--- config.mk ---
export PLATFORM = sky130hd
export DESIGN_NAME = sd_controller_flat
export DESIGN_NICKNAME = d
export VERILOG_FILES = /design/src/verilog/sd_pkg.sv /design/src/verilog/sd_buf_if.sv /design/src/verilog/sd_spi_if.sv /design/src/verilog/sd_controller.sv /design/src/verilog/sd_crc.sv /design/src/flat_wrapper.sv
export VERILOG_INCLUDE_DIRS = /design/src /design/src/verilog
export SDC_FILE = /design/constraint.sdc
export NUM_CORES = 1
export LEC_CHECK = 0
export BUFFER_PORTS_ARGS = -buffer_cell sky130_fd_sc_hd__buf_2
export CORE_MARGIN = 1.5
export CORE_UTILIZATION = 59
export DETAILED_ROUTE_END_ITERATION = 8
export HOLD_SLACK_MARGIN = 0.03
export PLACE_DENSITY = 0.89
export SLEW_MARGIN = 20
export SYNTH_ARGS = -nofsm -noshare
export SYNTH_HDL_FRONTEND = slang
export SYNTH_SLANG_ARGS = --single-unit
--- constraint.sdc ---
create_clock -name clock_100M -period 4.9 [get_ports clock_100M]
set_clock_uncertainty 0.1 [all_clocks]
set_input_delay 0.49 -clock clock_100M [delete_from_list [all_inputs] [get_ports clock_100M]]
set_output_delay 0.49 -clock clock_100M [all_outputs]
set_load 0.02 [all_outputs]
--- src/verilog/sd_params.svh ---
`ifndef SD_PARAMS_SVH
`define SD_PARAMS_SVH

// SCK dividers in clock_100M cycles per period
`define SD_SLOW_DIV 250
`define SD_FAST_DIV 4

`define SD_BLOCK_BYTES 512
`define SD_INIT_CLOCKS 80
`define SD_ACMD41_RETRIES 200

// Polling limits counted in bytes
`define SD_RESP_TIMEOUT 16
`define SD_TOKEN_TIMEOUT 4096

`define SD_REG_CTRL 12'h000
`define SD_REG_ADDR 12'h004
`define SD_REG_STATUS 12'h008
`define SD_DATA_BASE 12'h200

`endif

--- src/verilog/sd_pkg.sv ---
package sd_pkg;

  typedef enum logic [5:0] {
    cmd0   = 6'd0,
    cmd8   = 6'd8,
    cmd16  = 6'd16,
    cmd17  = 6'd17,
    cmd24  = 6'd24,
    acmd41 = 6'd41,
    cmd55  = 6'd55
  } sd_cmd_t;

  // STATUS[5:0] with busy in the top bit
  typedef struct packed {
    logic busy;
    logic init_done;
    logic init_error;
    logic resp_error;
    logic timeout_error;
    logic crc_error;
  } sd_status_t;

  typedef enum logic [1:0] {
    op_none  = 2'd0,
    op_read  = 2'd1,
    op_write = 2'd2
  } sd_op_t;

  typedef enum logic [3:0] {
    st_idle,
    st_init,
    st_cmd,
    st_r1,
    st_r7,
    st_token,
    st_rdata,
    st_rcrc,
    st_wtoken,
    st_wdata,
    st_wcrc,
    st_wresp,
    st_wbusy
  } sd_state_t;

endpackage

--- src/verilog/sd_buf_if.sv ---
`timescale 1ns/1ps

interface sd_buf_if;
  logic [8:0] addr;
  logic [7:0] wdata;
  logic       we;
  logic [7:0] rdata;

  modport controller (output addr, wdata, we, input rdata);
  modport buffer (input addr, wdata, we, output rdata);
endinterface

--- src/verilog/sd_spi_if.sv ---
`timescale 1ns/1ps

interface sd_spi_if;
  logic       start;
  logic       fast;
  logic       cs_active;
  logic [7:0] tx_byte;
  logic [7:0] rx_byte;
  logic       done;

  modport controller (
    output start, fast, cs_active, tx_byte,
    input  rx_byte, done
  );

  modport shifter (
    input  start, fast, cs_active, tx_byte,
    output rx_byte, done
  );
endinterface

--- src/verilog/sd_controller.sv ---
`timescale 1ns/1ps
`include "sd_params.svh"

module sd_controller (
  input  logic               clock_100M,
  input  logic               reset,
  input  sd_pkg::sd_op_t     op,
  input  logic               op_valid,
  input  logic [31:0]        block_addr,
  output sd_pkg::sd_status_t status,
  sd_spi_if.controller       spi,
  sd_buf_if.controller       bus
);

  localparam int init_bytes = `SD_INIT_CLOCKS / 8;

  sd_pkg::sd_state_t state;
  sd_pkg::sd_cmd_t   cmd;
  logic [12:0] cnt;
  logic [7:0]  retry;
  logic        pending;
  logic        launch;
  logic        fast;
  logic        init_done;
  logic        init_error;
  logic        resp_error;
  logic        timeout_error;
  logic        crc_error;
  logic [31:0] addr_q;
  logic [7:0]  last_rx;
  logic [31:0] cmd_arg;
  logic [7:0]  tx_next;
  logic [7:0]  rx;
  logic        crc_clear;
  logic [6:0]  crc7;
  logic [15:0] crc16;

  assign rx = spi.rx_byte;
  assign status = '{busy: state != sd_pkg::st_idle, init_done: init_done,
                    init_error: init_error, resp_error: resp_error,
                    timeout_error: timeout_error, crc_error: crc_error};

  // Next byte goes out as soon as the shifter has returned the last one
  assign launch = !pending && state != sd_pkg::st_idle;
  assign spi.start = launch;
  assign spi.tx_byte = tx_next;
  assign spi.fast = fast;
  assign spi.cs_active = state != sd_pkg::st_idle && state != sd_pkg::st_init;

  assign bus.addr = cnt[8:0];
  assign bus.wdata = rx;
  assign bus.we = spi.done && state == sd_pkg::st_rdata;

  always_comb begin
    case (cmd)
      sd_pkg::cmd8:   cmd_arg = 32'h0000_01aa;
      sd_pkg::acmd41: cmd_arg = 32'h4000_0000;
      sd_pkg::cmd16:  cmd_arg = 32'(`SD_BLOCK_BYTES);
      sd_pkg::cmd17,
      sd_pkg::cmd24:  cmd_arg = addr_q;
      default:        cmd_arg = '0;
    endcase
  end

  always_comb begin
    tx_next = 8'hff;
    case (state)
      sd_pkg::st_cmd: begin
        case (cnt[2:0])
          3'd0:    tx_next = {2'b01, cmd};
          3'd1:    tx_next = cmd_arg[31:24];
          3'd2:    tx_next = cmd_arg[23:16];
          3'd3:    tx_next = cmd_arg[15:8];
          3'd4:    tx_next = cmd_arg[7:0];
          default: tx_next = {crc7, 1'b1};
        endcase
      end
      sd_pkg::st_wtoken: tx_next = cnt[0] ? 8'hfe : 8'hff;
      sd_pkg::st_wdata:  tx_next = bus.rdata;
      sd_pkg::st_wcrc:   tx_next = cnt[0] ? crc16[7:0] : crc16[15:8];
      default: ;
    endcase
  end

  // CRCs restart in every state that precedes a frame or a data block
  assign crc_clear = state inside {sd_pkg::st_idle, sd_pkg::st_init, sd_pkg::st_r1,
                                   sd_pkg::st_token, sd_pkg::st_wtoken};

  sd_crc crc (
    .clock_100M(clock_100M),
    .clear(crc_clear),
    .data_in(state == sd_pkg::st_rdata ? rx : tx_next),
    .crc7_en(launch && state == sd_pkg::st_cmd && cnt < 13'd5),
    .crc16_en((launch && state == sd_pkg::st_wdata) ||
              (spi.done && state == sd_pkg::st_rdata)),
    .crc7(crc7),
    .crc16(crc16)
  );

  always_ff @(posedge clock_100M) begin
    if (state == sd_pkg::st_idle && op_valid) addr_q <= block_addr;
    if (spi.done) last_rx <= rx;
  end

  always_ff @(posedge clock_100M) begin
    if (reset) begin
      state <= sd_pkg::st_init;
      cmd <= sd_pkg::cmd0;
      cnt <= '0;
      retry <= '0;
      pending <= 1'b0;
      fast <= 1'b0;
      init_done <= 1'b0;
      init_error <= 1'b0;
      resp_error <= 1'b0;
      timeout_error <= 1'b0;
      crc_error <= 1'b0;
    end else begin
      if (launch) pending <= 1'b1;
      if (spi.done) pending <= 1'b0;

      if (state == sd_pkg::st_idle && op_valid) begin
        if (op == sd_pkg::op_read) cmd <= sd_pkg::cmd17;
        else cmd <= sd_pkg::cmd24;
        state <= sd_pkg::st_cmd;
        cnt <= '0;
        resp_error <= 1'b0;
        timeout_error <= 1'b0;
        crc_error <= 1'b0;
      end

      if (spi.done) begin
        cnt <= cnt + 13'd1;
        case (state)
          sd_pkg::st_init: begin
            if (cnt == 13'(init_bytes - 1)) begin
              state <= sd_pkg::st_cmd;
              cnt <= '0;
            end
          end
          sd_pkg::st_cmd: begin
            if (cnt == 13'd5) begin
              state <= sd_pkg::st_r1;
              cnt <= '0;
            end
          end
          sd_pkg::st_r1: begin
            if (!rx[7]) begin
              cnt <= '0;
              state <= sd_pkg::st_cmd;
              case (cmd)
                sd_pkg::cmd0: begin
                  cmd <= sd_pkg::cmd8;
                  if (rx != 8'h01) init_error <= 1'b1;
                end
                sd_pkg::cmd8: begin
                  state <= sd_pkg::st_r7;
                  if (rx != 8'h01) init_error <= 1'b1;
                end
                sd_pkg::cmd55: begin
                  cmd <= sd_pkg::acmd41;
                  if (rx[7:1] != 7'd0) init_error <= 1'b1;
                end
                sd_pkg::acmd41: begin
                  if (rx == 8'h00) begin
                    cmd <= sd_pkg::cmd16;
                  end else if (rx == 8'h01 &&
                               retry != 8'(`SD_ACMD41_RETRIES - 1)) begin
                    retry <= retry + 8'd1;
                    cmd <= sd_pkg::cmd55;
                  end else begin
                    init_error <= 1'b1;
                  end
                end
                sd_pkg::cmd16: begin
                  state <= sd_pkg::st_idle;
                  if (rx == 8'h00) begin
                    init_done <= 1'b1;
                    fast <= 1'b1;
                  end else begin
                    init_error <= 1'b1;
                  end
                end
                sd_pkg::cmd17: state <= sd_pkg::st_token;
                default: state <= sd_pkg::st_wtoken;
              endcase
              // A rejected transfer command
              if (init_done && rx != 8'h00) begin
                resp_error <= 1'b1;
                state <= sd_pkg::st_idle;
              end
              // Any init failure parks the FSM
              if (!init_done && cmd != sd_pkg::cmd16 && (rx[7:1] != 7'd0 ||
                  (cmd == sd_pkg::acmd41 && rx == 8'h01 &&
                   retry == 8'(`SD_ACMD41_RETRIES - 1)) ||
                  ((cmd == sd_pkg::cmd0 || cmd == sd_pkg::cmd8) && rx != 8'h01))) begin
                state <= sd_pkg::st_idle;
              end
            end else if (cnt == 13'(`SD_RESP_TIMEOUT - 1)) begin
              state <= sd_pkg::st_idle;
              if (init_done) timeout_error <= 1'b1;
              else init_error <= 1'b1;
            end
          end
          sd_pkg::st_r7: begin
            // Voltage accepted nibble then the 0xAA echo
            if (cnt == 13'd3) begin
              cnt <= '0;
              if (last_rx[3:0] == 4'h1 && rx == 8'haa) begin
                cmd <= sd_pkg::cmd55;
                state <= sd_pkg::st_cmd;
              end else begin
                init_error <= 1'b1;
                state <= sd_pkg::st_idle;
              end
            end
          end
          sd_pkg::st_token: begin
            if (rx == 8'hfe) begin
              state <= sd_pkg::st_rdata;
              cnt <= '0;
            end else if (rx != 8'hff) begin
              resp_error <= 1'b1;
              state <= sd_pkg::st_idle;
            end else if (cnt == 13'(`SD_TOKEN_TIMEOUT - 1)) begin
              timeout_error <= 1'b1;
              state <= sd_pkg::st_idle;
            end
          end
          sd_pkg::st_rdata,
          sd_pkg::st_wdata: begin
            if (cnt == 13'(`SD_BLOCK_BYTES - 1)) begin
              state <= (state == sd_pkg::st_rdata) ? sd_pkg::st_rcrc : sd_pkg::st_wcrc;
              cnt <= '0;
            end
          end
          sd_pkg::st_rcrc: begin
            if (rx != (cnt[0] ? crc16[7:0] : crc16[15:8])) crc_error <= 1'b1;
            if (cnt[0]) state <= sd_pkg::st_idle;
          end
          sd_pkg::st_wtoken: begin
            if (cnt[0]) begin
              state <= sd_pkg::st_wdata;
              cnt <= '0;
            end
          end
          sd_pkg::st_wcrc: begin
            if (cnt[0]) begin
              state <= sd_pkg::st_wresp;
              cnt <= '0;
            end
          end
          sd_pkg::st_wresp: begin
            // Data response token xxx0sss1 is accepted when sss is 010
            if (!rx[4]) begin
              cnt <= '0;
              if (rx[4:0] == 5'h05) begin
                state <= sd_pkg::st_wbusy;
              end else begin
                resp_error <= 1'b1;
                state <= sd_pkg::st_idle;
              end
            end else if (cnt == 13'(`SD_RESP_TIMEOUT - 1)) begin
              timeout_error <= 1'b1;
              state <= sd_pkg::st_idle;
            end
          end
          sd_pkg::st_wbusy: begin
            if (rx != 8'h00) begin
              state <= sd_pkg::st_idle;
            end else if (cnt == 13'(`SD_TOKEN_TIMEOUT - 1)) begin
              timeout_error <= 1'b1;
              state <= sd_pkg::st_idle;
            end
          end
          default: ;
        endcase
      end
    end
  end

endmodule

--- src/verilog/sd_crc.sv ---
`timescale 1ns/1ps

module sd_crc (
  input  logic        clock_100M,
  input  logic        clear,
  input  logic [7:0]  data_in,
  input  logic        crc7_en,
  input  logic        crc16_en,
  output logic [6:0]  crc7,
  output logic [15:0] crc16
);

  function automatic logic [6:0] crc7_next(input logic [6:0] crc, input logic [7:0] d);
    logic [6:0] c;
    logic       fb;
    c = crc;
    for (int i = 7; i >= 0; i--) begin
      fb = c[6] ^ d[i];
      c = {c[5:0], 1'b0} ^ (fb ? 7'h09 : 7'h00);
    end
    return c;
  endfunction

  function automatic logic [15:0] crc16_next(input logic [15:0] crc, input logic [7:0] d);
    logic [15:0] c;
    logic        fb;
    c = crc;
    for (int i = 7; i >= 0; i--) begin
      fb = c[15] ^ d[i];
      c = {c[14:0], 1'b0} ^ (fb ? 16'h1021 : 16'h0000);
    end
    return c;
  endfunction

  always_ff @(posedge clock_100M) begin
    if (clear) begin
      crc7 <= '0;
      crc16 <= '0;
    end else begin
      if (crc7_en) crc7 <= crc7_next(crc7, data_in);
      if (crc16_en) crc16 <= crc16_next(crc16, data_in);
    end
  end

endmodule

--- src/flat_wrapper.sv ---
// flat-port wrapper written by rule: the top's interface ports become plain ports
module sd_controller_flat 
  (clock_100M, reset, op, op_valid, block_addr, status, spi_start, spi_fast, spi_cs_active, spi_tx_byte, spi_rx_byte, spi_done, bus_addr, bus_wdata, bus_we, bus_rdata);
  sd_spi_if spi_i ();
  sd_buf_if bus_i ();
  input  logic clock_100M;
  input  logic reset;
  input  sd_pkg::sd_op_t op;
  input  logic op_valid;
  input  logic [31:0] block_addr;
  output sd_pkg::sd_status_t status;
  output wire logic [$bits(spi_i.start)-1:0] spi_start;
  output wire logic [$bits(spi_i.fast)-1:0] spi_fast;
  output wire logic [$bits(spi_i.cs_active)-1:0] spi_cs_active;
  output wire logic [$bits(spi_i.tx_byte)-1:0] spi_tx_byte;
  input wire logic [$bits(spi_i.rx_byte)-1:0] spi_rx_byte;
  input wire logic [$bits(spi_i.done)-1:0] spi_done;
  output wire logic [$bits(bus_i.addr)-1:0] bus_addr;
  output wire logic [$bits(bus_i.wdata)-1:0] bus_wdata;
  output wire logic [$bits(bus_i.we)-1:0] bus_we;
  input wire logic [$bits(bus_i.rdata)-1:0] bus_rdata;
  assign spi_start = spi_i.start;
  assign spi_fast = spi_i.fast;
  assign spi_cs_active = spi_i.cs_active;
  assign spi_tx_byte = spi_i.tx_byte;
  assign spi_i.rx_byte = spi_rx_byte;
  assign spi_i.done = spi_done;
  assign bus_addr = bus_i.addr;
  assign bus_wdata = bus_i.wdata;
  assign bus_we = bus_i.we;
  assign bus_i.rdata = bus_rdata;
  sd_controller u_core (.clock_100M(clock_100M), .reset(reset), .op(op), .op_valid(op_valid), .block_addr(block_addr), .status(status), .spi(spi_i), .bus(bus_i));
endmodule
==> metrics.md, run 1 <==
| Metric | Value |
|---|---|
| Synth unique cells | `92` |
| Critical path class | `flip-flop to output pin` |
| Post-Syn Instances | `800` |
| Global-route wire length before repair | `29700 um` |
| RSZ-0062 raised after global routing | `false` |
| H-tree lvl count | `3` |
| Util after Layout | `66.5%` |
| Clk_lat worst skew | `between 0.3 and 0.4 ns` |
| Critical path arrival | `3.28 ns` |
| Worst hold stages | `1` |
| Top cells by count, synth | `nor2_1 (76), nand2_1 (68), dfxtp_1 (60), o21ai_0 (55)` |
| RePlAce Congestion | `0.958` |
| Crit path required time | `4.31 ns` |
| Async S/R FF share, synth | `0%` |
| FF-to-FF End | `u_core.crc.crc16[6]$_SDFFE_PP0P_` |
| Relative slew slack | `between 30 and 40%` |
| Number of global-route vias before repair | `5800` |
| R2R cell count | `11` |
| Worst r2r src | `u_core.cnt[0]$_SDFFE_PP0P_` |
| Largest net degree at the start of global routing | `37` |
| Hold Buf Count CTS | `0` |
| First-pass iteration count of the detailed router | `8` |
| Setup_tns | `0 ns` |
| Post-Syn Area | `~6800 sq um` |
| Worst vdd rail ir drop | `0.000229 V` |
| Syn nets | `861` |
| Nets@finish | `892` |
| Synth area leaders | `dfxtp_1 (18%), edfxtp_1 (16%), nor2_1 (4.2%)` |
| Row count | `38` |
| Die X-Extent | `110 um` |
| CP Max Fanout | `19` |
| Diodes inserted | `0` |
| Min-delay src | `block_addr[10]` |
| Worst path max stage delay | `between 0.3 and 0.4 ns` |
| Routed length per instance | `19.2 um` |
| Max cap viols | `0` |
| Setup violators final | `0` |
| Initial antenna violation count | `0` |
| Leakage | `2.66 nW` |
| Fin. Hold Viols | `0` |
| Crit share post-route | `79.0%` |
| Most common cell in the netlist | `nor2_1` |
| Clock sink count | `96` |
| Num ports | `89` |
| Outcome | `complete, no violations` |
| Initial core utilization | `61.4%` |
| Cts repair resizes | `0` |
| CP top delay family | `simple AND/OR/NAND/NOR gates` |
| Root buf cell | `clkbuf_16` |
| Crit-path cells | `buf_4 > ha_1 > ha_1 > or2_2 > or2_1 > a21o_1 > and2_1 > o21ai_0 > buf_2` |
| Congestion Overflow GR | `0` |
| Final routed DRC violation total | `0` |
| Number of I/O port buffers | `88` |
| Max Slew Vio Count | `0` |
| Die area | `around 12000 sq um` |
| CP most frequent cell | `ha_1` |
| Ratio of cells with drive above 1 in the final layout | `17.9%` |
| Fillers | `940` |
| Seq cells post-synth | `96` |
| Worst-margin pin slew | `0.991 ns` |
| YS warnings | `0` |
| Register area share after synthesis | `33.7%` |
| Share of the synthesized area in the top cell type | `17.7%` |
| Hold WS | `0.202 ns` |
| CTS Buffer Depth | `2` |
| Number of synthesized flops with an enable pin | `36` |
| Avg Cell Area, Syn | `8.47 sq um` |
| Core Area | `between 10000 and 15000 sq um` |
| Vias per inst | `6.64` |
| Pwr Density | `290 nW/um^2` |
| Max frequency | `0.258 GHz` |
| Slowest stage cell on the critical path | `or2_2` |
| Area leader, netlist | `dfxtp_1` |
| Top_reg_cell synth | `dfxtp_1` |
| Crit path buf inv count | `2` |
| Area grow syn2layout | `8.33%` |
| HP Class | `primary input to flip-flop` |
| Routed Antenna Nets | `0` |
| DR iter-0 viols | `831` |
| CP endpoint kind | `output pin` |
| Die Y | `between 100 and 150 um` |
| Final wirelength | `18700 um` |
| Hold Path Sink | `u_core.addr_q[10]$_DFFE_PP_` |
| Post-detail-place hpwl | `13700 um` |
| Pwr Total | `roughly 2.1 mW` |
| CTS tree | `yes` |
| Total CTS buffers | `9` |
| Overall Global Routing Usage | `between 30% and 40%` |
| CP Launch Type | `flip-flop` |
| Post-route minimum period | `3.87 ns` |
| Clock transition at path regs | `0.07 ns` |
| R2R Setup Slk | `1.07 ns` |
| Post-CTS Repair Setup Buffers | `0` |
| Vias | `6481` |
## logic make-up (layout without fill, tap and decap cells)
| kind of cell | after synthesis | in the layout | synth area share, % |
|---|---|---|---|
| flops | 96 | 96 | 33.7 |
| simple gates | 308 | 308 | 24.2 |
| mux | 14 | 14 | 2.09 |
| compound gates | 240 | 240 | 25.2 |
| xor+xnor | 43 | 43 | 6.70 |
| buf+inv | 92 | 128 | 6.87 |
| fa+ha+maj | 7 | 7 | 1.29 |
## metrics by stage
stage	setup slack (ns)	instances	area (sq um)
after floorplan	1.49	800	6780
after global placement	1.38	960	7040
after detailed placement	1.12	960	7040
after CTS	1.06	976	7340
after global routing	0.806	976	7340
final	1.03	976	7340
## routing by layer
metal	track usage [%]	vias to the layer above	part of all wire (%)
li1	-	3025	-
met1	43.9	3007	42
met2	47.2	383	43
met3	7.11	66	11
met4	16.7	0	4.2
met5	0	-	0
## placed cells by master, fill, tap and decap left out, drive strengths merged, types with 6 or more instances in the layout
master | synthesis | final
buf | 44 | 95
nor2 | 77 | 77
nand2 | 68 | 68
dfxtp | 60 | 60
o21ai | 58 | 58
a21oi | 37 | 37
edfxtp | 36 | 36
nand3 | 34 | 34
xnor2 | 25 | 25
nor3 | 23 | 23
inv | 16 | 21
and3 | 18 | 18
a31oi | 18 | 18
mux2i | 13 | 13
xor2 | 13 | 13
a211oi | 13 | 13
nor2b | 12 | 12
nor4 | 12 | 12
a311oi | 11 | 11
nand2b | 10 | 10
o211ai | 10 | 10
or2 | 10 | 10
o21a | 9 | 9
clkbuf | 31 | 9
a22oi | 8 | 8
and2 | 8 | 8
o31ai | 7 | 7
ha | 7 | 7
or3 | 6 | 6
a32oi | 6 | 6
o2111ai | 6 | 6
## flip-flops by register name (all words and copies together), names as in the netlist
name / flops
u_core.addr_q: 32
u_core.cmd: 6
u_core.cnt: 13
u_core.crc.crc16: 16
u_core.crc.crc7: 7
u_core.crc_error: 1
u_core.init_error: 1
u_core.last_rx: 4
u_core.pending: 1
u_core.resp_error: 1
u_core.retry: 8
u_core.spi.fast: 1
u_core.state: 4
u_core.timeout_error: 1
## report_power, final
part	switching, mW	total [mW]	internal (mW)	leakage, nW
Sequential	0.0350	0.892	0.857	0.816
Clock	0.346	0.708	0.362	0.149
Combinational	0.330	0.530	0.201	1.70
Total	0.711	2.13	1.42	2.66
## cell type report
type / instances / area [sq um] / share of cell area [%]
multi-input cells: 612 / 4030 / 54.9
flip-flops and latches: 96 / 2280 / 31.1
repair buffers: 95 / 493 / 6.72
clock buffers: 9 / 225 / 3.07
well taps: 140 / 175 / 2.39
clock inverters: 7 / 72.6 / 0.989
inverters: 17 / 63.8 / 0.869
## how the worst max path moves through the flow
stage,start,end,depth (start not counted)
finish,u_core.cnt[0]$_SDFFE_PP0P_,spi_tx_byte[4],9
global route,u_core.cnt[0]$_SDFFE_PP0P_,u_core.crc.crc16[6]$_SDFFE_PP0P_,11
CTS,u_core.cnt[0]$_SDFFE_PP0P_,spi_tx_byte[4],9
detailed placement,u_core.cnt[0]$_SDFFE_PP0P_,u_core.crc.crc16[6]$_SDFFE_PP0P_,11
global placement,u_core.cnt[0]$_SDFFE_PP0P_,u_core.crc.crc16[7]$_SDFFE_PP0P_,11
floorplan,u_core.cnt[0]$_SDFFE_PP0P_,u_core.crc.crc16[6]$_SDFFE_PP0P_,13
Power figures use the tool's default switching activity.
==> run 2, diff against run 1 <==
--- a/config.mk
+++ b/config.mk
@@ -6,6 +6,7 @@
 export SDC_FILE = /design/constraint.sdc
 export NUM_CORES = 1
 export LEC_CHECK = 0
+export ABC_AREA = 1
 export BUFFER_PORTS_ARGS = -buffer_cell sky130_fd_sc_hd__buf_2
 export CORE_MARGIN = 1.5
 export CORE_UTILIZATION = 59
==> constraint.sdc (replaced) <==
create_clock -name clock_100M -period 3.8 [get_ports clock_100M]
set_clock_uncertainty 0.1 [all_clocks]
set_input_delay 0.38 -clock clock_100M [delete_from_list [all_inputs] [get_ports clock_100M]]
set_output_delay 0.38 -clock clock_100M [all_outputs]
set_load 0.02 [all_outputs]
==> run 2 against run 1 <==
  * Global-route usage increased by 1.6 points
  * Register-to-register slack got worse by 0.40 ns
  * Cell area increased by 0.77%
  * Cell count increased by 26%
  * Critical path depth increased by 1
  * Highest routed layer unchanged
==> metrics.md, run 2 <==
| Metric | Value |
|---|---|
| Routed length per instance | `16.2 um (was 19.2 um)` |
| Num ports | `89 (unchanged)` |
| Post-detail-place hpwl | `15300 um (was 13700 um)` |
| Nets@finish | `1141 (was 892)` |
| Worst hold stages | `1 (unchanged)` |
| Number of global-route vias before repair | `6098 (was 5800)` |
| First-pass iteration count of the detailed router | `7 (was 8)` |
| H-tree lvl count | `3 (unchanged)` |
| Async S/R FF share, synth | `0% (unchanged)` |
| Post-Syn Area | `6720 sq um (was 6780 sq um)` |
| Leakage | `3.45 nW (was 2.66 nW)` |
| Max Slew Vio Count | `0 (unchanged)` |
| Clk_lat worst skew | `0.37 ns (was 0.36 ns)` |
| Commonest non-fill, non-tap cell in the layout | `nand2_1 (was buf_2)` |
| RePlAce Congestion | `1.00 (was 0.958)` |
| CP Launch Type | `flip-flop (unchanged)` |
| Clock sink count | `96 (unchanged)` |
| Slowest stage cell on the critical path | `dfxtp_1 (was or2_2)` |
| Clock transition at path regs | `0.08 ns (was 0.07 ns)` |
| Worst vdd rail ir drop | `0.000322 V (was 0.000229 V)` |
| Leading registers by flop count | `u_core.addr_q (32), u_core.crc.crc16 (16), u_core.cnt (13) (unchanged)` |
| Syn nets | `1081 (was 861)` |
| Most frequent cells in the layout | `nand2_1 (287), inv_1 (141), nand3_1 (88), buf_2 (88), nor2_1 (74) (was buf_2 (88), nor2_1 (76), nand2_1 (68))` |
| Routed Antenna Nets | `0 (unchanged)` |
| Setup violators final | `0 (unchanged)` |
| Vias | `7106 (was 6481)` |
| Share of the synthesized area in the top cell type | `17.9% (was 17.7%)` |
| Initial core utilization | `61.2% (was 61.4%)` |
| Seq cells post-synth | `96 (unchanged)` |
| Number of synthesized flops with an enable pin | `36 (unchanged)` |
| Crit-path cells | `inv_1 > ha_1 > nor2_1 > nand3_2 > inv_2 > nor2_1 > nand2_1 > nand2_1 > nand2_4 > buf_2 (was buf_4 > ha_1 > ha_1 > or2_2 > or2_1 > a21o_1 > and2_1 > o21ai_0 > buf_2)` |
| CTS Buffer Depth | `2 (unchanged)` |
| HP Class | `primary input to flip-flop (unchanged)` |
| Max cap viols | `0 (unchanged)` |
| Congestion Overflow GR | `0 (unchanged)` |
| Total CTS buffers | `9 (unchanged)` |
| RSZ-0062 raised after global routing | `false (unchanged)` |
| CTS tree | `yes (unchanged)` |
| Cts repair resizes | `0 (unchanged)` |
| Vias per inst | `5.80 (was 6.64)` |
| Critical path arrival | `2.70 ns (was 3.28 ns)` |
| Number of I/O port buffers | `88 (unchanged)` |
| R2R cell count | `18 (was 11)` |
| Max frequency | `0.314 GHz` |
| Fin. Hold Viols | `0 (unchanged)` |
| Post-CTS Repair Setup Buffers | `0 (unchanged)` |
| Root buf cell | `clkbuf_16 (unchanged)` |
| Synth area leaders | `dfxtp_1 (18%), edfxtp_1 (16%), nand2_1 (16%) (was dfxtp_1 (18%), edfxtp_1 (16%), nor2_1 (4.2%))` |
| Overall Global Routing Usage | `33.7% (was 32.0%)` |
| Pwr Density | `377 nW/um^2 (was 290 nW/um^2)` |
| Register bank with the most flops | `u_core.addr_q (unchanged)` |
| Die X-Extent | `110 um (about the same)` |
| Final routed DRC violation total | `0 (unchanged)` |
| Top cells by count, synth | `nand2_1 (287), inv_1 (141), nand3_1 (88), nor2_1 (74), dfxtp_1 (60) (was nor2_1 (76), nand2_1 (68), dfxtp_1 (60), o21ai_0 (55))` |
| YS warnings | `0 (unchanged)` |
| Outcome | `complete, no violations (unchanged)` |
| Die Y | `110 um (about the same)` |
| CP Max Fanout | `12 (was 19)` |
| Avg Cell Area, Syn | `6.59 sq um (was 8.47 sq um)` |
| Top_reg_cell synth | `dfxtp_1 (unchanged)` |
| Area leader, netlist | `dfxtp_1 (unchanged)` |
| Crit share post-route | `83.8%` |
| Most common cell in the netlist | `nand2_1 (was nor2_1)` |
| Post-Syn Instances | `1020 (was 800)` |
| CP top delay family | `simple AND/OR/NAND/NOR gates (unchanged)` |
| Largest net degree at the start of global routing | `34 (was 37)` |
| Ratio of cells with drive above 1 in the final layout | `16.1% (was 17.9%)` |
| Initial antenna violation count | `0 (unchanged)` |
| Row count | `38 (unchanged)` |
| Setup_tns | `0 ns (unchanged)` |
| CP Depth | `10 (was 9)` |
| Pwr Total | `2.79 mW (was 2.13 mW)` |
| Post-route minimum period | `3.18 ns` |
| Diodes inserted | `0 (unchanged)` |
| Register area share after synthesis | `34.0% (was 33.7%)` |
| Global-route wire length before repair | `30500 um (was 29700 um)` |
| Max reg flops | `32 (unchanged)` |
| Worst path max stage delay | `0.57 ns (was 0.39 ns)` |
| Area grow syn2layout | `10.1% (was 8.33%)` |
| CP endpoint kind | `output pin (unchanged)` |
| Core Area | `11000 sq um (about the same)` |
| Critical path class | `flip-flop to output pin (unchanged)` |
| Crit path required time | `3.32 ns (was 4.31 ns)` |
| Worst-margin pin slew | `0.795 ns (was 0.991 ns)` |
| Crit path buf inv count | `3 (was 2)` |
| Synth unique cells | `48 (was 92)` |
| Hold Buf Count CTS | `0 (unchanged)` |
| DR iter-0 viols | `821 (was 831)` |
| Relative slew slack | `46.6% (was 33.9%)` |
| Final wirelength | `19800 um (was 18700 um)` |
| Die area | `12000 sq um (was 12100 sq um)` |
[run 2: per-layer routing]
layer / up-vias / part of all wire, % / global-route usage (%)
met5: - / 0 / 0
met4: 0 / 2.4 / 13.2
met3: 42 / 12 / 6.76
met2: 442 / 43 / 50.9
met1: 3180 / 43 / 47.1
li1: 3442 / - / -
[run 2: layout make-up]
class | count | area [sq um]
clock buffer | 9 | 225
clock inverter | 7 | 81.3
tap | 140 | 175
multi-input combinational | 725 | 3570
inverter | 154 | 578
timing repair buffer | 94 | 485
fill | 990 | 3590
sequential | 96 | 2280
[run 2: cells by family after synthesis]
| logic type | count (synthesis) | share of synthesized area, % |
|---|---|---|
| DFF | 96 | 34.0 |
| and+or+nand+nor | 559 | 37.6 |
| buffers and inverters | 199 | 12.9 |
| AOI/OAI and AO/OA | 147 | 12.6 |
| xor gates and xnor gates | 12 | 1.56 |
| adders and majority gates | 7 | 1.30 |
[run 2: power by group]
part	switching, mW	total (mW)	internal (mW)
Combinational	0.502	0.715	0.213
Sequential	0.0316	1.14	1.11
Clock	0.460	0.930	0.470
Total	0.994	2.79	1.79
[run 2: stage by stage]
step / cells / worst slack, ns / area, sq um / util [%] / hold slack (ns)
6_report: 1225 / 0.617 / 7400 / 67.3 / 0.0793
5_1_grt: 1225 / 0.412 / 7400 / 67.3 / 0.0727
4_1_cts: 1225 / 0.650 / 7400 / 67.3 / 0.0732
3_5_place_dp: 1209 / 0.776 / 7090 / 64.5 / 0.352
3_3_place_gp: 1209 / 0.863 / 7090 / 64.5 / 0.349
2_1_floorplan: 1020 / 1.37 / 6720 / - / 0.342
[run 2: worst paths after layout]
check	to	slack (ns)	start
hold / removal	u_core.addr_q[22]$_DFFE_PP_	0.08	block_addr[22]
hold reg to reg	u_core.resp_error$_SDFF_PP0_	0.36	u_core.resp_error$_SDFF_PP0_
setup / recovery	spi_tx_byte[7]	0.62	u_core.cnt[2]$_SDFFE_PP0P_
setup reg to reg	u_core.crc.crc7[3]$_SDFFE_PP0P_	0.67	u_core.cnt[2]$_SDFFE_PP0P_
